**src/hw/fpu_wrap_pkg.sv**
```systemverilog
// Scalar FP32 only; the 3-bit rm field doubles as sub-operation, NV is the only flag ever raised
`default_nettype none

package fpu_wrap_pkg;

    // ------------------------------------------------------------------------
    // Widths and vector types
    // ------------------------------------------------------------------------
    localparam int FLEN          = 32;  // Operand and result width
    localparam int TRANS_ID_BITS = 3;   // Transaction tag width

    typedef logic [FLEN-1:0]          fp_word_t;   // One FP32 word
    typedef logic [TRANS_ID_BITS-1:0] trans_id_t;  // Scoreboard tag
    typedef logic [2:0]               sub_op_t;    // rm field reused as selector
    typedef logic [4:0]               fp_status_t; // NV DZ OF UF NX

    // ------------------------------------------------------------------------
    // Operation encodings
    // ------------------------------------------------------------------------
    typedef enum logic [2:0] {
        FSGNJ    = 3'd0,
        FMIN_MAX = 3'd1,
        FCMP     = 3'd2,
        FCLASS   = 3'd3,
        FMV_F2X  = 3'd4,
        FMV_X2F  = 3'd5
    } fu_op_e;                                     // Issue-side operator

    typedef enum logic [1:0] {
        SGNJ     = 2'd0,
        MINMAX   = 2'd1,
        CMP      = 2'd2,
        CLASSIFY = 2'd3
    } fp_op_e;                                     // Unit operation

    typedef enum logic {
        READY = 1'b0,
        STALL = 1'b1
    } hold_state_e;                                // Protocol-inversion FSM

    // Sign injection sub-operations
    localparam sub_op_t SGNJ_PLAIN = 3'b000;
    localparam sub_op_t SGNJ_NEG   = 3'b001;
    localparam sub_op_t SGNJ_XOR   = 3'b010;
    localparam sub_op_t SGNJ_PASS  = 3'b011;  // Used for both moves

    // Min/max and compare sub-operations
    localparam sub_op_t MM_MIN = 3'b000;
    localparam sub_op_t MM_MAX = 3'b001;
    localparam sub_op_t CMP_LE = 3'b000;
    localparam sub_op_t CMP_LT = 3'b001;
    localparam sub_op_t CMP_EQ = 3'b010;

    localparam fp_word_t CANONICAL_NAN = 32'h7FC0_0000;
    localparam int       NV_BIT        = 4;   // Invalid operation flag

    // Classify mask bit positions
    localparam int CLASS_NEG_INF  = 0;
    localparam int CLASS_NEG_NORM = 1;
    localparam int CLASS_NEG_SUB  = 2;
    localparam int CLASS_NEG_ZERO = 3;
    localparam int CLASS_POS_ZERO = 4;
    localparam int CLASS_POS_SUB  = 5;
    localparam int CLASS_POS_NORM = 6;
    localparam int CLASS_POS_INF  = 7;
    localparam int CLASS_SNAN     = 8;
    localparam int CLASS_QNAN     = 9;

endpackage

`default_nettype wire

```
**src/hw/fp_noncomp_unit.sv**
```systemverilog
// FP32 only; result appears one cycle after the accepting edge (second edge counting it), flush drops all
`timescale 1ns/1ps
`default_nettype none

module fp_noncomp_unit (
    input  logic                      clk_i,
    input  logic                      rst_ni,
    input  logic                      flush_i,
    input  logic                      in_valid_i,
    input  fpu_wrap_pkg::fp_op_e      fp_op_i,
    input  fpu_wrap_pkg::sub_op_t     sub_op_i,
    input  fpu_wrap_pkg::fp_word_t    operand_a_i,
    input  fpu_wrap_pkg::fp_word_t    operand_b_i,
    input  fpu_wrap_pkg::trans_id_t   tag_i,
    output logic                      in_ready_o,
    output logic                      out_valid_o,
    output fpu_wrap_pkg::fp_word_t    result_o,
    output fpu_wrap_pkg::fp_status_t  status_o,
    output fpu_wrap_pkg::trans_id_t   tag_o,
    input  logic                      out_ready_i
);

    // One-hot class of an FP32 word
    function automatic logic [9:0] class_mask(fpu_wrap_pkg::fp_word_t x);
        logic       exp_zero;
        logic       exp_ones;
        logic       man_zero;
        logic [9:0] m;
        exp_zero = (x[30:23] == 8'h00);
        exp_ones = (x[30:23] == 8'hFF);
        man_zero = (x[22:0] == '0);
        m        = '0;
        if (exp_ones && !man_zero) begin
            m[x[22] ? fpu_wrap_pkg::CLASS_QNAN : fpu_wrap_pkg::CLASS_SNAN] = 1'b1;
        end else if (exp_ones) begin
            m[x[31] ? fpu_wrap_pkg::CLASS_NEG_INF : fpu_wrap_pkg::CLASS_POS_INF] = 1'b1;
        end else if (exp_zero && man_zero) begin
            m[x[31] ? fpu_wrap_pkg::CLASS_NEG_ZERO : fpu_wrap_pkg::CLASS_POS_ZERO] = 1'b1;
        end else if (exp_zero) begin
            m[x[31] ? fpu_wrap_pkg::CLASS_NEG_SUB : fpu_wrap_pkg::CLASS_POS_SUB] = 1'b1;
        end else begin
            m[x[31] ? fpu_wrap_pkg::CLASS_NEG_NORM : fpu_wrap_pkg::CLASS_POS_NORM] = 1'b1;
        end
        return m;
    endfunction

    // Numeric order on non-NaN values, -0 below +0
    function automatic logic fp_less(fpu_wrap_pkg::fp_word_t x, fpu_wrap_pkg::fp_word_t y);
        if (x[31] != y[31]) begin
            return x[31];                 // Negative is the smaller one
        end
        return x[31] ? (x[30:0] > y[30:0]) : (x[30:0] < y[30:0]);
    endfunction

    // Stage 1 holds the request
    logic                      s1_valid_q;
    fpu_wrap_pkg::fp_op_e      s1_op_q;
    fpu_wrap_pkg::sub_op_t     s1_sub_q;
    fpu_wrap_pkg::fp_word_t    s1_a_q, s1_b_q;
    fpu_wrap_pkg::trans_id_t   s1_tag_q;
    // Stage 2 holds the answer
    logic                      s2_valid_q;
    fpu_wrap_pkg::fp_word_t    s2_result_q;
    fpu_wrap_pkg::fp_status_t  s2_status_q;
    fpu_wrap_pkg::trans_id_t   s2_tag_q;

    logic                      s2_ready;     // Stage 2 can take a new item
    logic [9:0]                cls_a, cls_b;
    logic                      a_nan, b_nan, a_snan, b_snan, any_nan, any_snan;
    logic                      both_zero, a_lt_b, a_eq_b;
    fpu_wrap_pkg::fp_word_t    result_d;
    fpu_wrap_pkg::fp_status_t  status_d;

    assign s2_ready   = !s2_valid_q || out_ready_i;
    assign in_ready_o = !s1_valid_q || s2_ready;   // Empty or moving on

    // ------------------------------------------------------------------------
    // Operation logic between the stages
    // ------------------------------------------------------------------------
    assign cls_a     = class_mask(s1_a_q);
    assign cls_b     = class_mask(s1_b_q);
    assign a_snan    = cls_a[fpu_wrap_pkg::CLASS_SNAN];
    assign b_snan    = cls_b[fpu_wrap_pkg::CLASS_SNAN];
    assign a_nan     = a_snan || cls_a[fpu_wrap_pkg::CLASS_QNAN];
    assign b_nan     = b_snan || cls_b[fpu_wrap_pkg::CLASS_QNAN];
    assign any_nan   = a_nan || b_nan;
    assign any_snan  = a_snan || b_snan;
    assign both_zero = (s1_a_q[30:0] == '0) && (s1_b_q[30:0] == '0);
    assign a_lt_b    = fp_less(s1_a_q, s1_b_q);
    assign a_eq_b    = (s1_a_q == s1_b_q) || both_zero;  // +0 equals -0

    always_comb begin
        result_d = s1_a_q;
        status_d = '0;

        case (s1_op_q)
            fpu_wrap_pkg::SGNJ: begin
                case (s1_sub_q)
                    fpu_wrap_pkg::SGNJ_PLAIN: result_d = {s1_b_q[31], s1_a_q[30:0]};
                    fpu_wrap_pkg::SGNJ_NEG:   result_d = {!s1_b_q[31], s1_a_q[30:0]};
                    fpu_wrap_pkg::SGNJ_XOR:   result_d = {s1_a_q[31] ^ s1_b_q[31], s1_a_q[30:0]};
                    default:                  result_d = s1_a_q;  // PASS, moves
                endcase
            end
            fpu_wrap_pkg::MINMAX: begin
                status_d[fpu_wrap_pkg::NV_BIT] = any_snan;
                if (a_nan && b_nan) begin
                    result_d = fpu_wrap_pkg::CANONICAL_NAN;
                end else if (a_nan) begin
                    result_d = s1_b_q;                  // The other operand wins
                end else if (b_nan) begin
                    result_d = s1_a_q;
                end else begin
                    case (s1_sub_q)
                        fpu_wrap_pkg::MM_MIN: result_d = a_lt_b ? s1_a_q : s1_b_q;
                        fpu_wrap_pkg::MM_MAX: result_d = a_lt_b ? s1_b_q : s1_a_q;
                        default:              result_d = fpu_wrap_pkg::CANONICAL_NAN;
                    endcase
                end
            end
            fpu_wrap_pkg::CMP: begin
                result_d = '0;
                case (s1_sub_q)
                    fpu_wrap_pkg::CMP_LE: begin
                        result_d[0]                    = !any_nan && (a_lt_b || a_eq_b);
                        status_d[fpu_wrap_pkg::NV_BIT] = any_nan;   // Signalling compare
                    end
                    fpu_wrap_pkg::CMP_LT: begin
                        result_d[0]                    = !any_nan && a_lt_b && !both_zero;
                        status_d[fpu_wrap_pkg::NV_BIT] = any_nan;
                    end
                    fpu_wrap_pkg::CMP_EQ: begin
                        result_d[0]                    = !any_nan && a_eq_b;
                        status_d[fpu_wrap_pkg::NV_BIT] = any_snan;  // Quiet compare
                    end
                    default: ;
                endcase
            end
            default: result_d = {22'b0, cls_a};         // CLASSIFY on operand a
        endcase
    end

    // ------------------------------------------------------------------------
    // Pipeline registers
    // ------------------------------------------------------------------------
    always_ff @(posedge clk_i or negedge rst_ni) begin
        if (!rst_ni) begin
            s1_valid_q <= 1'b0;
            s2_valid_q <= 1'b0;
        end else if (flush_i) begin
            s1_valid_q <= 1'b0;                         // Everything in flight is lost
            s2_valid_q <= 1'b0;
        end else begin
            if (in_ready_o) s1_valid_q <= in_valid_i;
            if (s2_ready)   s2_valid_q <= s1_valid_q;
        end
    end

    // Payload only moves with its valid
    always_ff @(posedge clk_i) begin
        if (in_valid_i && in_ready_o) begin
            s1_op_q  <= fp_op_i;
            s1_sub_q <= sub_op_i;
            s1_a_q   <= operand_a_i;
            s1_b_q   <= operand_b_i;
            s1_tag_q <= tag_i;
        end
        if (s1_valid_q && s2_ready) begin
            s2_result_q <= result_d;
            s2_status_q <= status_d;
            s2_tag_q    <= s1_tag_q;
        end
    end

    assign out_valid_o = s2_valid_q;
    assign result_o    = s2_result_q;
    assign status_o    = s2_status_q;
    assign tag_o       = s2_tag_q;

endmodule

`default_nettype wire

```
**src/hw/fp_op_decoder.sv**
```systemverilog
// Purely combinational; operators outside fu_op_e fall back to sign injection on the masked rm
`timescale 1ns/1ps
`default_nettype none

module fp_op_decoder (
    input  fpu_wrap_pkg::fu_op_e  fu_op_i,
    input  fpu_wrap_pkg::sub_op_t fpu_rm_i,
    output fpu_wrap_pkg::fp_op_e  fp_op_o,
    output fpu_wrap_pkg::sub_op_t sub_op_o
);

    fpu_wrap_pkg::sub_op_t rm_masked;  // rm with the MSB cleared

    // MSB of rm carried the alternate-half format, never used here
    assign rm_masked = {1'b0, fpu_rm_i[1:0]};

    // ------------------------------------------------------------------------
    // Operator translation
    // ------------------------------------------------------------------------
    always_comb begin
        // Sign injection unless told otherwise
        fp_op_o  = fpu_wrap_pkg::SGNJ;
        sub_op_o = rm_masked;

        case (fu_op_i)
            fpu_wrap_pkg::FSGNJ: begin
                fp_op_o  = fpu_wrap_pkg::SGNJ;
                sub_op_o = rm_masked;   // PLAIN, NEG or XOR
            end
            fpu_wrap_pkg::FMIN_MAX: begin
                fp_op_o  = fpu_wrap_pkg::MINMAX;
                sub_op_o = rm_masked;   // MIN or MAX
            end
            fpu_wrap_pkg::FCMP: begin
                fp_op_o  = fpu_wrap_pkg::CMP;
                sub_op_o = rm_masked;   // LE, LT or EQ
            end
            fpu_wrap_pkg::FCLASS: begin
                fp_op_o  = fpu_wrap_pkg::CLASSIFY;
                sub_op_o = '0;          // Classify has no sub-operation
            end
            // Moves need no recoding, pass operand a straight through
            fpu_wrap_pkg::FMV_F2X,
            fpu_wrap_pkg::FMV_X2F: begin
                fp_op_o  = fpu_wrap_pkg::SGNJ;
                sub_op_o = fpu_wrap_pkg::SGNJ_PASS;
            end
            default: ;                  // Keep the defaults
        endcase
    end

endmodule

`default_nettype wire

```
**src/hw/fpu_wrap.sv**
```systemverilog
// FP32 non-computational ops only; fpu_ready_o follows unit readiness in the same cycle
`timescale 1ns/1ps
`default_nettype none

module fpu_wrap (
    input  logic                      clk_i,
    input  logic                      rst_ni,
    input  logic                      flush_i,
    input  logic                      fpu_valid_i,
    input  fpu_wrap_pkg::fu_op_e      fu_op_i,
    input  fpu_wrap_pkg::fp_word_t    operand_a_i,
    input  fpu_wrap_pkg::fp_word_t    operand_b_i,
    input  fpu_wrap_pkg::sub_op_t     fpu_rm_i,
    input  fpu_wrap_pkg::trans_id_t   trans_id_i,
    input  logic                      fpu_ready_i,
    output logic                      fpu_ready_o,
    output logic                      fpu_valid_o,
    output fpu_wrap_pkg::fp_word_t    result_o,
    output fpu_wrap_pkg::trans_id_t   fpu_trans_id_o,
    output fpu_wrap_pkg::fp_status_t  fpu_status_o
);

    fpu_wrap_pkg::fp_op_e      dec_op, unit_op;
    fpu_wrap_pkg::sub_op_t     dec_sub, unit_sub;
    fpu_wrap_pkg::fp_word_t    unit_a, unit_b;
    fpu_wrap_pkg::trans_id_t   unit_tag;
    logic                      unit_valid, unit_ready;

    fp_op_decoder i_decoder (
        .fu_op_i  (fu_op_i),
        .fpu_rm_i (fpu_rm_i),
        .fp_op_o  (dec_op),
        .sub_op_o (dec_sub)
    );

    issue_hold_buffer i_hold (
        .clk_i, .rst_ni, .flush_i,
        .valid_i      (fpu_valid_i),
        .fp_op_i      (dec_op),
        .sub_op_i     (dec_sub),
        .operand_a_i  (operand_a_i),
        .operand_b_i  (operand_b_i),
        .tag_i        (trans_id_i),
        .unit_ready_i (unit_ready),
        .ready_o      (fpu_ready_o),
        .unit_valid_o (unit_valid),
        .fp_op_o      (unit_op),
        .sub_op_o     (unit_sub),
        .operand_a_o  (unit_a),
        .operand_b_o  (unit_b),
        .tag_o        (unit_tag)
    );

    fp_noncomp_unit i_unit (
        .clk_i, .rst_ni, .flush_i,
        .in_valid_i  (unit_valid),
        .fp_op_i     (unit_op),
        .sub_op_i    (unit_sub),
        .operand_a_i (unit_a),
        .operand_b_i (unit_b),
        .tag_i       (unit_tag),
        .in_ready_o  (unit_ready),
        .out_valid_o (fpu_valid_o),
        .result_o    (result_o),
        .status_o    (fpu_status_o),
        .tag_o       (fpu_trans_id_o),
        .out_ready_i (fpu_ready_i)     // Real back-pressure from writeback
    );

endmodule

`default_nettype wire

```
**src/hw/issue_hold_buffer.sv**
```systemverilog
// Issue may not drop valid once raised; ready_o depends combinationally on unit_ready_i
`timescale 1ns/1ps
`default_nettype none

module issue_hold_buffer (
    input  logic                      clk_i,
    input  logic                      rst_ni,
    input  logic                      flush_i,
    input  logic                      valid_i,
    input  fpu_wrap_pkg::fp_op_e      fp_op_i,
    input  fpu_wrap_pkg::sub_op_t     sub_op_i,
    input  fpu_wrap_pkg::fp_word_t    operand_a_i,
    input  fpu_wrap_pkg::fp_word_t    operand_b_i,
    input  fpu_wrap_pkg::trans_id_t   tag_i,
    input  logic                      unit_ready_i,
    output logic                      ready_o,
    output logic                      unit_valid_o,
    output fpu_wrap_pkg::fp_op_e      fp_op_o,
    output fpu_wrap_pkg::sub_op_t     sub_op_o,
    output fpu_wrap_pkg::fp_word_t    operand_a_o,
    output fpu_wrap_pkg::fp_word_t    operand_b_o,
    output fpu_wrap_pkg::trans_id_t   tag_o
);

    fpu_wrap_pkg::hold_state_e state_q, state_d;
    logic                      hold_inputs;    // Load the hold register
    logic                      use_hold;       // Drive the unit from the hold register

    fpu_wrap_pkg::fp_op_e      fp_op_q;
    fpu_wrap_pkg::sub_op_t     sub_op_q;
    fpu_wrap_pkg::fp_word_t    operand_a_q;
    fpu_wrap_pkg::fp_word_t    operand_b_q;
    fpu_wrap_pkg::trans_id_t   tag_q;

    // ------------------------------------------------------------------------
    // Protocol inversion FSM
    // ------------------------------------------------------------------------
    always_comb begin
        ready_o      = 1'b0;
        unit_valid_o = 1'b0;
        hold_inputs  = 1'b0;
        use_hold     = 1'b0;
        state_d      = state_q;

        case (state_q)
            fpu_wrap_pkg::READY: begin
                ready_o      = 1'b1;       // Look ready to issue
                unit_valid_o = valid_i;    // Live request straight to the unit
                // Unit busy, park the request and stall issue
                if (valid_i && !unit_ready_i) begin
                    ready_o     = 1'b0;
                    hold_inputs = 1'b1;
                    state_d     = fpu_wrap_pkg::STALL;
                end
            end
            fpu_wrap_pkg::STALL: begin
                unit_valid_o = 1'b1;       // Held request pending
                use_hold     = 1'b1;
                if (unit_ready_i) begin
                    ready_o = 1'b1;        // Token back to issue
                    state_d = fpu_wrap_pkg::READY;
                end
            end
            default: state_d = fpu_wrap_pkg::READY;
        endcase

        if (flush_i) begin
            state_d = fpu_wrap_pkg::READY; // Drop whatever is held
        end
    end

    always_ff @(posedge clk_i or negedge rst_ni) begin
        if (!rst_ni) begin
            state_q     <= fpu_wrap_pkg::READY;
            fp_op_q     <= fpu_wrap_pkg::SGNJ;
            sub_op_q    <= '0;
            operand_a_q <= '0;
            operand_b_q <= '0;
            tag_q       <= '0;
        end else begin
            state_q <= state_d;
            if (hold_inputs) begin
                fp_op_q     <= fp_op_i;
                sub_op_q    <= sub_op_i;
                operand_a_q <= operand_a_i;
                operand_b_q <= operand_b_i;
                tag_q       <= tag_i;
            end
        end
    end

    // Held fields while stalled, live fields otherwise
    assign fp_op_o     = use_hold ? fp_op_q     : fp_op_i;
    assign sub_op_o    = use_hold ? sub_op_q    : sub_op_i;
    assign operand_a_o = use_hold ? operand_a_q : operand_a_i;
    assign operand_b_o = use_hold ? operand_b_q : operand_b_i;
    assign tag_o       = use_hold ? tag_q       : tag_i;

endmodule

`default_nettype wire

```
**config.mk**
```make
export PLATFORM = sky130hd
export DESIGN_NAME = fpu_wrap
export DESIGN_NICKNAME = d
export VERILOG_FILES = /design/src/hw/fpu_wrap_pkg.sv /design/src/hw/fp_noncomp_unit.sv /design/src/hw/fp_op_decoder.sv /design/src/hw/fpu_wrap.sv /design/src/hw/issue_hold_buffer.sv
export SDC_FILE = /design/constraint.sdc
export NUM_CORES = 1
export LEC_CHECK = 0
export ABC_AREA = 1
export BUFFER_PORTS_ARGS = -buffer_cell sky130_fd_sc_hd__buf_4
export CELL_PAD_IN_SITES_DETAIL_PLACEMENT = 1
export CELL_PAD_IN_SITES_GLOBAL_PLACEMENT = 2
export CORE_MARGIN = 5
export CORE_UTILIZATION = 35
export CTS_CLUSTER_SIZE = 16
export DETAILED_ROUTE_END_ITERATION = 16
export GPL_TIMING_DRIVEN = 0
export PLACE_DENSITY_LB_ADDON = 0.05
export SLEW_MARGIN = 20
export SYNTH_ARGS = -nofsm -noshare
export SYNTH_HDL_FRONTEND = slang
export SYNTH_SLANG_ARGS = --single-unit
```
**constraint.sdc**
```tcl
create_clock -name clk_i -period 3.28 [get_ports clk_i]
set_clock_uncertainty 0.1 [all_clocks]
set_input_delay 0.492 -clock clk_i [delete_from_list [all_inputs] [get_ports clk_i]]
set_output_delay 0.492 -clock clk_i [all_outputs]
set_load 0.02 [all_outputs]
```
# Word level (Yosys, flattened, before mapping)

Index checks and enable logic that the tools add are counted.

Equality and inequality tests: 13
Magnitude comparators: 22
Bitwise logic cells: 2
Mux-type cells: 74
Reductions and logical operators: 51

Operator list:

| operator              | number |
|---|---|
| $ge A32 B1 Y1 const B | 10 |
| $lt A32 B6 Y1 const B | 10 |
| $mux W32              | 7 |
| $pmux W32 S3          | 2 |
| $mux W10              | 8 |
| $pmux W32 S2          | 1 |
| $logic_not A31 Y1     | 2 |
| $logic_not A23 Y1     | 2 |
| $demux W1 S4          | 10 |
| $eq A32 B32 Y1        | 1 |
| $gt A31 B31 Y1        | 1 |
| $lt A31 B31 Y1        | 1 |
| $mux W3               | 10 |
| $mux W1               | 27 |
| $logic_and A1 B1 Y1   | 23 |
| $eq A8 B8 Y1 const B  | 2 |
| $logic_not A8 Y1      | 2 |
| $pmux W1 S2           | 5 |
| $eq A3 B2 Y1 const B  | 3 |
| $logic_not A1 Y1      | 8 |
| $logic_or A1 B1 Y1    | 8 |
| $eq A3 B1 Y1 const B  | 2 |
| $eq A3 B3 Y1 const B  | 2 |
| $pmux W2 S3           | 1 |
| 12 further kinds      | 14 |

Bits in registers: 183
Input port bits: 78
Output and inout bits: 42

# Logic depth before layout (Yosys ltp)

Gate-level depths: netlist of the first run.

Word-level depth: 16
Gate-level depth with buffers: 24
Depth with buffers taken out: 23

# By module

Synthesis of the first run repeated with hierarchy kept, for this count alone.

Cell total of the unflattened synthesis: 1383
Area, all modules: 10655.2 um2

Modules (own cells, without submodules):

| module            | sequential area each (um2) | area each (um2) | instances | cells each |
|---|---|---|---|---|
| fp_noncomp_unit   | 3293.2                     | 6839.1          | 1         | 817 |
| issue_hold_buffer | 1826.8                     | 3742.3          | 1         | 549 |
| fp_op_decoder     | 0.0                        | 73.8            | 1         | 17 |

# Worst setup path before layout of the first run

OpenSTA, ideal clock, no wires.

Path kind: register -> register
From: reg i_unit.s2_valid_q (netlist: i_unit.out_valid_o)
To: reg i_unit.s1_a_q[0], enable pin
Arrival time: 2.149 ns
Required time: 2.755 ns
Stages on the path, launching flop included: 8
Slack: 0.606 ns
Cell sequence: dfrtp_1 -> inv_1 -> nor2_1 -> inv_1 -> nor2_1 -> inv_1 -> nand2_1 -> inv_1

Word-level cells in the longest chain between the ends: 4

RTL lines:

| element                | RTL line               | source |
|---|---|---|
| start, declared        | fp_noncomp_unit.sv:62  | `logic s2_valid_q;` |
| start signal, assigned | fp_noncomp_unit.sv:155 | `if (s2_ready) s2_valid_q <= s1_valid_q;` |
| $logic_not A1 Y1       | fp_noncomp_unit.sv:74  | `assign s2_ready = !s2_valid_q \|\| out_ready_i;` |
| $logic_or A1 B1 Y1     | fp_noncomp_unit.sv:74  |  |
| $logic_or A1 B1 Y1     | fp_noncomp_unit.sv:75  | `assign in_ready_o = !s1_valid_q \|\| s2_ready;` |
| $logic_and A1 B1 Y1    | fp_noncomp_unit.sv:161 | `if (in_valid_i && in_ready_o) begin` |
| end signal, assigned   | fp_noncomp_unit.sv:164 | `s1_a_q <= operand_a_i;` |
| end, declared          | fp_noncomp_unit.sv:59  | `fpu_wrap_pkg::fp_word_t s1_a_q, s1_b_q;` |

Every way passes these cells.
A chain may end at the register's enable or synchronous reset.

# Final worst setup path of the first run

From: reg i_unit.s1_b_q[26]
To: reg i_unit.s2_result_q[6] (netlist: i_unit.result_o[6]) (data pin)

Word-level cells in the longest chain between the ends: 10

RTL lines:

| element                                                                | RTL line               | source |
|---|---|---|
| start, declared                                                        | fp_noncomp_unit.sv:59  |  |
| start signal, assigned                                                 | fp_noncomp_unit.sv:165 | `s1_b_q <= operand_b_i;` |
| parallel branches: the longest is 8 deep, another holds $lt A31 B31 Y1 | --                     |  |
| $mux W32 (*)                                                           | fp_noncomp_unit.sv:107 | `if (a_nan && b_nan) begin` |
| $pmux W32 S3 (*)                                                       | fp_noncomp_unit.sv:96  | `case (s1_op_q)` |
| net i_unit.result_d[6]                                                 | fp_noncomp_unit.sv:71  | `fpu_wrap_pkg::fp_word_t result_d;` |
| end signal, assigned                                                   | fp_noncomp_unit.sv:169 | `s2_result_q <= result_d;` |
| end, declared                                                          | fp_noncomp_unit.sv:63  | `fpu_wrap_pkg::fp_word_t s2_result_q;` |

Mark *: on every way through the listed nets, which the timed path passes.

==> reports/qor.yml, run 1 <==
rsz0062_at_grt: "yes"
netSwitchingPower_w: 0.00190
globalplace.congestion: 0.909
port_buffers: 114
detailedRoute.firstPassIterationCount: 5
floorplan.die.height_um: 183
global_route.overflow_total: 0
vias_in_the_first_global_route: 9755
cp_max_fo: 10
antenna_violating_nets_post_route: 0
dp.cells: 1826
antenna_cells: 0
critical_path.endpoint_type: "flop"
synth_edf_count: 107
highest_layer: "met4"
global_route_wire_length_before_repair_um: 57500
hold_end: "i_unit.out_valid_o"
yosysWarnings: 0
mappedNetlistArea_sq_um: 10500
path_cells: "inv_2, ha_1, nand2_1, inv_1, nand2_1, nand2_1, nand2_1, nand3_1, nor2_2, nand2_1, nand2_2, nand2_4, nand2_4, buf_6, buf_6, nand2_1, o211ai_1, nand3_1, nand2_1, nand2_1, nand2_1, nand2_1"
outcome: "finished, final reports clean"
dpl_cell_area_sq_um: 11900
slew_headroom_pct: 42.3
period_needed_ps: 3120
fp_rows: 63
timing.max_cap.violations: 0
pin_count_of_the_biggest_net_entering_global_routing: 75
pre_cts_ws_ps: -146
cp_num_buf_inv: 4
synthDistinctLibCells: 38
setup.reg_to_reg.worst_slack_ps: 160
worst_path_max_delay_cell: "sky130_fd_sc_hd__edfxtp_1"
sequential_to_total_area_share_from_yosys_stat_pct: 48.4
root_buffer: "sky130_fd_sc_hd__clkbuf_16"
fmaxAchievable_ghz: 0.321
grt_antenna_before_repair: 0
worst_ir_drop_vdd_v: 0.000326
ff2ff_path_depth: 22
drt_drc: 0
timing.hold.worst.class: "in -> reg"
synthesis.instances: 1317
holdCritStartpoint: "flush_i"
detailroute.via_count: 9568
met3RoutedLength_um: 1260
path_clk_slew_ps: 70
synth.top_cells.by_area: "sky130_fd_sc_hd__edfxtp_1 31%, sky130_fd_sc_hd__dfrtp_1 18%, sky130_fd_sc_hd__nand2_1 14%, sky130_fd_sc_hd__o21ai_0 8.3%, sky130_fd_sc_hd__inv_1 6.6%"
die-area_sq_um: 33500
final_number_of_setup_violating_endpoints: 0
portion_of_the_clock_cycle_consumed_by_the_worst_path_in_the_final_layout_pct: 95.1
design.portCount: 120
tritoncts: "yes"
overall_power_of_the_completed_layout_w: 0.00620
met2WireLength_um: 17000
drive_above_1_share_pct: 16.4
combinationalPowerShare_pct: 19.6
synth-async-reset-ratio_pct: 40.9
drt-met1-wl_um: 18100
timing.hold.worst_path_depth: 2
cts_made_buffers: 17
r2r-end: "i_unit.result_o[6]"
regToRegStartpoint: "i_unit.s1_b_q[26]"
htreeDepth: 4
yosysTopAreaCell: "sky130_fd_sc_hd__edfxtp_1"
dieWidth_um: 183
path_class: "reg -> reg"
timing.critical_path.required_ps: 3380
postSynthAreaPerCell_sq_um: 7.95
postLayoutSetupSlackWorst_ps: 161
layout.nets: 1604
starting_drc_count_in_detailed_routing: 495
crit_path_frequent_cell: "sky130_fd_sc_hd__nand2_1"
hpwl_dp_um: 28100
route.final.wire_length_um: 36900
core_region_area_sq_um: 29600
slowest_delay_ps: 470
area_growth_from_synthesis_to_final_layout_pct: 22.5
critPathArrivalTime_ps: 3220
report.final.slew_viol_count: 0
cellInternalPower_w: 0.00429
static-leakage-power_nw: 5.97
critical_path.top_delay_family: "simple AND/OR/NAND/NOR gates"
clock_latency_on_the_worst_skew_pair_ps: 450
sequentialPowerShare_pct: 46.6
synth_top_cell_area_share_pct: 30.7
netSwitchingFraction_pct: 30.7
synthFlopType: "sky130_fd_sc_hd__edfxtp_1"
hold_violations: 0
clkSinkCount: 181
holdWs_ps: 107
cp_num_cells: 22
start_kind: "flop"
design_area_sq_um: 12800
grtUsageTotal_pct: 22.3
synth-seq-cells: 181
start_util_pct: 35.4
clock_power_share_pct: 33.9
power_density_nw_per_um2: 483
layout.cells.non_filler: 1892
route.detailed.wl_per_inst_um: 19.5
max_slew.worst_pin.slew_ps: 863
vias_per_cell: 5.06
clk_path_buf_depth: 2
per-layer routing:
layer	GRT usage, %	vias to the layer above
li1	-	4683
met4	5.75	0
met1	32.4	4658
met5	0	-
met3	2.68	33
met2	35.5	194
cells in the mapped netlist (2+ instances only):
library cell,count
sky130_fd_sc_hd__o211ai_1,22
sky130_fd_sc_hd__nand2_4,3
sky130_fd_sc_hd__buf_6,7
sky130_fd_sc_hd__a21oi_1,68
sky130_fd_sc_hd__a31oi_1,2
sky130_fd_sc_hd__nand3_1,82
sky130_fd_sc_hd__dfrtp_1,74
sky130_fd_sc_hd__inv_1,184
sky130_fd_sc_hd__o21ai_0,173
sky130_fd_sc_hd__nand2_1,389
sky130_fd_sc_hd__o22ai_1,3
sky130_fd_sc_hd__inv_2,3
sky130_fd_sc_hd__clkbuf_1,46
sky130_fd_sc_hd__o21ai_1,17
sky130_fd_sc_hd__edfxtp_1,107
sky130_fd_sc_hd__a21oi_2,2
sky130_fd_sc_hd__nor3_1,8
sky130_fd_sc_hd__nor4_1,7
sky130_fd_sc_hd__nand4_1,16
sky130_fd_sc_hd__a22oi_1,5
sky130_fd_sc_hd__buf_2,8
sky130_fd_sc_hd__buf_1,2
sky130_fd_sc_hd__ha_1,37
sky130_fd_sc_hd__nand2_2,3
sky130_fd_sc_hd__nor2_1,30
sky130_fd_sc_hd__nor2_2,2
sky130_fd_sc_hd__buf_4,6
logic make-up (layout without fill, tap and decap cells):
logic type               count (synthesis)  count (layout)  synth area share [%]
flip-flops                             181             181                  48.4
AND/OR/NAND/NOR                        545             545                  22.0
AO/OA/AOI/OAI                          296             296                  15.2
adder cells (fa/ha/maj)                 37              37                  4.42
other                                    1               4                0.0358
buffers and inverters                  257             439                  10.0
worst max path at each step:
stage,from,to,slack [ps]
2_1_floorplan,i_unit.out_valid_o,i_unit.s1_a_q[0],610
3_3_place_gp,fpu_ready_i,i_unit.result_o[29],-570
3_5_place_dp,i_unit.s1_b_q[30],i_unit.result_o[30],-150
4_1_cts,i_unit.s1_a_q[5],i_unit.result_o[6],50
5_1_grt,i_unit.s1_b_q[29],i_unit.result_o[1],-40
6_report,i_unit.s1_b_q[26],i_unit.result_o[6],160
power groups by stage:
stage	logic (W)	clock network, W	registers (W)
floorplan	0.000695	0	0.00292
global placement	0.00111	0	0.00294
detailed placement	0.00115	0	0.00295
CTS	0.00116	0.00215	0.00290
global route	0.00138	0.00224	0.00291
finish	0.00121	0.00210	0.00288
state kept, by name, summed over array words and instances, names as in the netlist:
signal / flops
i_unit.s1_sub_q: 2
i_hold.state_q: 1
i_unit.out_valid_o: 1
i_unit.result_o: 32
i_unit.s1_op_q: 2
i_hold.operand_a_q: 32
i_unit.s1_tag_q: 3
i_unit.s1_a_q: 32
i_unit.status_o: 1
i_unit.s1_b_q: 32
i_hold.sub_op_q: 2
i_hold.tag_q: 3
i_unit.s1_valid_q: 1
i_hold.operand_b_q: 32
i_unit.tag_o: 3
i_hold.fp_op_q: 2
cell type report:
| class | count | area (sq um) |
|---|---|---|
| plain buffers | 69 | 353 |
| clock buffers | 18 | 439 |
| clock inverters | 14 | 155 |
| fillers | 3638 | 16700 |
| inverters | 188 | 712 |
| multi-input cells | 882 | 4450 |
| flip-flops and latches | 181 | 5060 |
| well taps | 390 | 488 |
| repair buffers | 150 | 1160 |
metrics by stage:
stage	utilization, %	TNS [ps]
global placement	40.0	-36810
detailed placement	40.2	-765
finish	43.4	0
floorplan	-	0
CTS	42.3	0
global route	43.4	-77.2
cell usage in the layout, fill, tap and decap left out, drive strengths merged:
cell | synthesis | layout
nand2 | 395 | 395
inv | 187 | 195
o21ai | 190 | 190
buf | 23 | 172
edfxtp | 107 | 107
nand3 | 82 | 82
dfrtp | 74 | 74
a21oi | 71 | 71
clkbuf | 46 | 64
ha | 37 | 37
nor2 | 33 | 33
o211ai | 22 | 22
nand4 | 16 | 16
nor3 | 8 | 8
nor4 | 8 | 8
a22oi | 6 | 6
clkinvlp | 0 | 4
conb | 1 | 4
o22ai | 3 | 3
a31oi | 2 | 2
clkinv | 1 | 2
nor3b | 1 | 1
a21o | 1 | 1
nand3b | 1 | 1
nand2b | 1 | 1
a21boi | 1 | 1
bufinv | 0 | 1
dlygate4sd3 | 0 | 1
repair_timing:
action / CTS / global route
hold buffers: 0 / 1
pin swaps: 0 / 3
buffers inserted: 2 / 31
gates resized for setup: 3 / 26
endpoints found under the setup margin: 19 / 30
endpoints found under the hold margin: 0 / 1
Power figures use the tool's default switching activity.
==> run 2, diff against run 1 <==
- CORE_ASPECT_RATIO: default -> 1.5
==> run 2 against run 1 <==
The flow now finishes with violations (negative hold slack). Total power rose by 2.6%. Die area up 0.21%. Worst setup slack worse by 35 ps. Register-to-register slack got worse by 40 ps. Clock power up 7%. Core utilization increased by 0.28 points. Routed wire length grew 0.50%. Clock-buffer cell count did not move. Critical path depth shrank 8. Cell count unchanged. Via count up 0.25%. First-iteration DRC count shrank 2.6%. Critical endpoint is now i_unit.result_o[20]. Largest cell class unchanged. Highest routed layer unchanged.
==> reports/qor.yml, run 2 (synthesized netlist as in run 1, its figures left out) <==
hold_violations: 25  # +25
outcome: "finished with violations"
static-leakage-power_nw: 5.97  # about the same
report.final.slew_viol_count: 0  # unchanged
cp_num_cells: 14  # -36%
timing.critical_path.required_ps: 3440  # +60 ps
holdWs_ps: -58.4  # -165 ps
dp.cells: 1832  # +0.33%
drt_drc: 0  # unchanged
fp_rows: 77  # +22%
period_needed_ps: 3150  # +35.5 ps
cts_made_buffers: 17  # unchanged
max_slew.worst_pin.slew_ps: 807  # -55.3 ps
worst_ir_drop_vdd_v: 0.000442  # +35%
drive_above_1_share_pct: 15.9  # -0.55 points
violations: "negative hold slack"
detailedRoute.firstPassIterationCount: 5  # unchanged
starting_drc_count_in_detailed_routing: 482  # -2.6%
timing.hold.worst.class: "in -> async"
cp_max_fo: 10  # unchanged
power_density_nw_per_um2: 494  # +2.2%
rsz0062_at_grt: "yes"
floorplan.die.height_um: 222  # +21%
final_util_pct: 43.7  # +0.28 points
slowest_delay_ps: 520  # +50 ps
start_kind: "flop"
global_route_wire_length_before_repair_um: 57100  # -0.70%
final_number_of_setup_violating_endpoints: 0  # unchanged
design.portCount: 120  # unchanged
regToRegStartpoint: "i_unit.s1_a_q[5]"
antenna_violating_nets_post_route: 0  # unchanged
path_clk_slew_ps: 70  # about the same
most-common-layout-cells: "387 x sky130_fd_sc_hd__nand2_1, 179 x sky130_fd_sc_hd__inv_1, 173 x sky130_fd_sc_hd__o21ai_0, 146 x sky130_fd_sc_hd__buf_4, 107 x sky130_fd_sc_hd__edfxtp_1"
vias_per_cell: 5.07  # +0.25%
detailroute.via_count: 9592  # +0.25%
globalplace.congestion: 0.874  # -3.9%
route.detailed.wl_per_inst_um: 19.6  # +0.50%
clk_path_buf_depth: 2  # unchanged
ff2ff_path_depth: 14  # -36%
hpwl_dp_um: 28900  # +3.0%
area_growth_from_synthesis_to_final_layout_pct: 23.0
dieWidth_um: 151  # -17%
clkSinkCount: 181  # unchanged
path_cells: "ha_1, nand2_1, nor2_1, nand4_1, nor3_2, nand3b_1, nand2_2, nand2_4, nand2_4, buf_1, o211ai_1, nand3_1, nand2_1, a21oi_1"
vias_in_the_first_global_route: 9899  # +1.5%
path_class: "reg -> reg"
worst_path_max_delay_cell: "sky130_fd_sc_hd__edfxtp_1"
tritoncts: "yes"
critPathArrivalTime_ps: 3320  # +100 ps
cp_num_buf_inv: 1  # -3
critical_path.endpoint_type: "flop"
timing.max_cap.violations: 0  # unchanged
portion_of_the_clock_cycle_consumed_by_the_worst_path_in_the_final_layout_pct: 96.2  # +1.1 points
pin_count_of_the_biggest_net_entering_global_routing: 75  # unchanged
start_util_pct: 35.5  # +0.095 points
port_buffers: 114  # unchanged
overall_power_of_the_completed_layout_w: 0.00635  # +2.6%
route.final.wire_length_um: 37100  # +0.50%
core_region_area_sq_um: 29500  # -0.27%
die-area_sq_um: 33500  # +0.21%
antenna_cells: 0  # unchanged
clock_latency_on_the_worst_skew_pair_ps: 460  # about the same
global_route.overflow_total: 0  # unchanged
grt_antenna_before_repair: 0  # unchanged
crit_path_start: "i_unit.s1_a_q[5]"
layout.nets: 1599  # -0.31%
slew_headroom_pct: 46.0  # +3.7 points
layout.cells.non_filler: 1892  # unchanged
tns_ps: 0  # unchanged
grtUsageTotal_pct: 22.4  # +0.10 points
root_buffer: "sky130_fd_sc_hd__clkbuf_16"
htreeDepth: 4  # unchanged
most_frequent_standard_cell_in_the_layout_excluding_fill_and_tap_cells: "sky130_fd_sc_hd__nand2_1"
critical_path.top_delay_family: "simple AND/OR/NAND/NOR gates"
fmaxAchievable_ghz: 0.317  # -1.1%
[run 2: cell types whose count changed in the layout (fill, tap and decap cells not counted), moves of 3 or more]
cell	previous run	this run
sky130_fd_sc_hd__nor2_2	5	2
sky130_fd_sc_hd__bufinv_16	1	4
sky130_fd_sc_hd__nand3_1	80	77
sky130_fd_sc_hd__inv_6	5	2
sky130_fd_sc_hd__inv_2	11	7
sky130_fd_sc_hd__inv_1	175	179
sky130_fd_sc_hd__buf_4	151	146
sky130_fd_sc_hd__nand3_2	2	5
[run 2: timing repair]
action | CTS | global route
buffers inserted | 3 | 25
resized for setup | 5 | 26
pin swaps | 0 | 6
hold buffers | 0 | 0
endpoints found under the setup margin | 24 | 30
[run 2: final timing paths]
path                       slack, ps                endpoint
setup reg to reg                 130     i_unit.result_o[20]
min in group clk_i               100      i_unit.out_valid_o
setup / recovery                 130     i_unit.result_o[20]
hold / removal                   -60         i_hold.tag_q[0]
max in group asynchronous       2570  i_hold.operand_b_q[16]
hold reg to reg                  330         i_unit.tag_o[2]
[run 2: metrics by stage]
stage	area (sq um)	setup WS, ps
finish	12900	126
global route	12900	-24.6
CTS	12600	5.60
detailed placement	11900	-230
global placement	11800	-544
floorplan	10500	606
[run 2: layout make-up]
| cell class | count | area, sq um |
|---|---|---|
| Multi-Input combinational cell | 882 | 4460 |
| Fill cell | 3693 | 16600 |
| Tap cell | 395 | 494 |
| Clock inverter | 14 | 198 |
| Timing Repair Buffer | 145 | 1140 |
| Clock buffer | 18 | 429 |
| Inverter | 188 | 708 |
| Sequential cell | 181 | 5060 |
| Buffer | 69 | 370 |
[run 2: routing by layer]
layer | global-route usage (%) | routed length, um | vias to the layer above
met5 | 0 | 0 | -
met4 | 9.16 | 1430 | 0
met3 | 3.15 | 1030 | 48
met2 | 38.8 | 19000 | 183
met1 | 27.6 | 15700 | 4699
li1 | - | - | 4662
[run 2: power by group]
group	internal (W)	leakage [nW]	total [W]	switching (W)
Combinational	0.000454	3.82	0.00123	0.000771
Sequential	0.00275	1.86	0.00288	0.000129
Clock	0.00129	0.298	0.00225	0.000966
Total	0.00449	5.97	0.00635	0.00187
==> run 3, diff against run 2 <==
- CELL_PAD_IN_SITES_DETAIL_PLACEMENT: 1 -> default
- CELL_PAD_IN_SITES_GLOBAL_PLACEMENT: 2 -> default
- CORE_UTILIZATION: 35 -> 54
- GPL_TIMING_DRIVEN: 0 -> 1
- clock period: 3.28 -> 2.9 ns (I/O delays scaled with it)
==> run 3 against run 2 <==
The flow now finishes without violations. Critical path depth increased by 4. Flip-flop and latch count unchanged. Routed wire length decreased by 25%. Worst hold slack improved by 83 ps. Sequential power increased by 12%. Cell count decreased by 6.2%. Combinational power increased by 20%. Clock-buffer cell count unchanged. Core utilization increased by 26 points. First-iteration DRC count increased by 59%. Largest cell class unchanged. Highest routed layer unchanged.
==> reports/qor.yml, run 3 (synthesized netlist as in run 1, its figures left out) <==
detailedRoute.firstPassIterationCount: 6  # +1
grt_antenna_before_repair: 0  # unchanged
core_region_area_sq_um: 19100  # -35%
static-leakage-power_nw: 6.27  # +5.0%
most_frequent_standard_cell_in_the_layout_excluding_fill_and_tap_cells: "sky130_fd_sc_hd__nand2_1"
timing.critical_path.required_ps: 2990  # -450 ps
critPathArrivalTime_ps: 2970  # -350 ps
fmaxAchievable_ghz: 0.347  # +9.4%
vias_per_cell: 5.32  # +5.0%
clock_latency_on_the_worst_skew_pair_ps: 440  # -20 ps
rsz0062_at_grt: "yes"
dieWidth_um: 124  # -18%
slew_headroom_pct: 35.2  # -11 points
starting_drc_count_in_detailed_routing: 768  # +59%
max_slew.worst_pin.slew_ps: 972  # +164 ps
power_density_nw_per_um2: 522  # +5.8%
drive_above_1_share_pct: 22.4  # +6.5 points
start_util_pct: 54.8  # +19 points
ff2ff_path_depth: 18  # +4
route.detailed.wl_per_inst_um: 15.6  # -20%
final_number_of_setup_violating_endpoints: 0  # unchanged
drt_drc: 0  # unchanged
vias_in_the_first_global_route: 8683  # -12%
design.portCount: 120  # unchanged
timing.hold.worst.class: "in -> async"
antenna_cells: 0  # unchanged
path_class: "reg -> reg"
tns_ps: 0  # unchanged
start_kind: "flop"
htreeDepth: 4  # unchanged
grtUsageTotal_pct: 24.9  # +2.5 points
layout.nets: 1620  # +1.3%
die-area_sq_um: 22300  # -33%
pin_count_of_the_biggest_net_entering_global_routing: 143  # +91%
portion_of_the_clock_cycle_consumed_by_the_worst_path_in_the_final_layout_pct: 99.4  # +3.2 points
tritoncts: "yes"
report.final.slew_viol_count: 0  # unchanged
fp_rows: 62  # -19%
outcome: "finished, final reports clean"
hold_violations: 0  # -100%
global_route.overflow_total: 0  # unchanged
globalplace.congestion: 0.920  # +5.3%
detailroute.via_count: 9439  # -1.6%
period_needed_ps: 2880  # -272 ps
root_buffer: "sky130_fd_sc_hd__clkbuf_16"
timing.max_cap.violations: 0  # unchanged
hpwl_dp_um: 19700  # -32%
cts_made_buffers: 17  # unchanged
worst_ir_drop_vdd_v: 0.000447  # +1.1%
critical_path.endpoint_type: "flop"
most-common-layout-cells: "382 x sky130_fd_sc_hd__nand2_1, 215 x sky130_fd_sc_hd__buf_4, 174 x sky130_fd_sc_hd__inv_1, 171 x sky130_fd_sc_hd__o21ai_0, 107 x sky130_fd_sc_hd__edfxtp_1"
floorplan.die.height_um: 181  # -19%
area_growth_from_synthesis_to_final_layout_pct: 27.1
cp_max_fo: 8  # -2
overall_power_of_the_completed_layout_w: 0.00694  # +9.3%
route.final.wire_length_um: 27700  # -25%
clkSinkCount: 181  # unchanged
antenna_violating_nets_post_route: 0  # unchanged
path_clk_slew_ps: 70  # about the same
global_route_wire_length_before_repair_um: 43400  # -24%
clk_path_buf_depth: 2  # unchanged
port_buffers: 114  # unchanged
==> run 3: per-stage QoR <==
step                instance area (sq um)  worst slack (ps)  util (%)  instances  hold slack, ps
detailed placement                  12200              15.0      63.8       1716             314
floorplan                           10500               226         -       1320            39.4
finish                              13300              17.4      69.7       1774            25.0
global route                        13300              -136      69.7       1774            45.7
global placement                    12200              47.4      63.8       1716             304
CTS                                 12800              6.09      66.8       1748            35.9
==> run 3: layer usage <==
metal	up-vias	track usage [%]	wire (um)
met5	-	0	0
met4	0	11.6	997
met3	56	3.96	1590
met2	341	38.7	13400
met1	4328	34.0	11700
li1	4714	-	-
==> run 3: report_power, final <==
| group | internal, W | switching [W] | total, W |
|---|---|---|---|
| Combinational | 0.000611 | 0.000857 | 0.00147 |
| Sequential | 0.00311 | 0.000132 | 0.00324 |
| Clock | 0.00116 | 0.00108 | 0.00224 |
| Total | 0.00488 | 0.00207 | 0.00694 |
==> run 3: critical path: stages (launching register included) <==
cell                       delay (ps)
sky130_fd_sc_hd__edfxtp_1         420
sky130_fd_sc_hd__inv_2             60
sky130_fd_sc_hd__ha_1             300
sky130_fd_sc_hd__nand2_1           60
sky130_fd_sc_hd__inv_1             90
sky130_fd_sc_hd__nand3_2          150
sky130_fd_sc_hd__nor3b_2          230
sky130_fd_sc_hd__nand2_1          100
sky130_fd_sc_hd__nand2_1           90
sky130_fd_sc_hd__nand2_2           60
sky130_fd_sc_hd__nand2_4          110
sky130_fd_sc_hd__nand2_8          120
sky130_fd_sc_hd__buf_4            170
sky130_fd_sc_hd__o211ai_1         150
sky130_fd_sc_hd__nand3_1           90
sky130_fd_sc_hd__nand2_1           70
sky130_fd_sc_hd__nand2_1           80
sky130_fd_sc_hd__nand2_1          110
sky130_fd_sc_hd__nand2_1           70
==> run 3: cell type report <==
type,count,area (sq um)
Fill cell,1595,5780
Sequential cell,181,5060
Multi-Input combinational cell,883,4660
Timing Repair Buffer,234,1970
Inverter,188,707
Clock buffer,18,439
Tap cell,256,320
Clock inverter,14,143
==> run 3: path summary, 6_finish.rpt <==
| check | from | endpoint | slack, ps |
|---|---|---|---|
| worst max-delay path | i_unit.s1_b_q[22] | i_unit.result_o[6] | 20 |
| worst min-delay path | rst_ni | i_hold.operand_b_q[28] | 30 |
| worst max register to register | i_unit.s1_b_q[22] | i_unit.result_o[6] | 20 |
| worst min register to register | i_unit.s1_tag_q[2] | i_unit.tag_o[2] | 320 |
| max in group asynchronous | rst_ni | i_hold.operand_a_q[16] | 2020 |
| min in group clk_i | flush_i | i_unit.s1_valid_q | 50 |
==> run 3: repair_timing <==
| item | CTS | global route |
|---|---|---|
| gates cloned | 0 | 5 |
| pin swaps | 0 | 22 |
| buffers inserted | 0 | 21 |
| hold buffers | 0 | 0 |
| resized for setup | 1 | 60 |
| endpoints found under the setup margin | 2 | 31 |
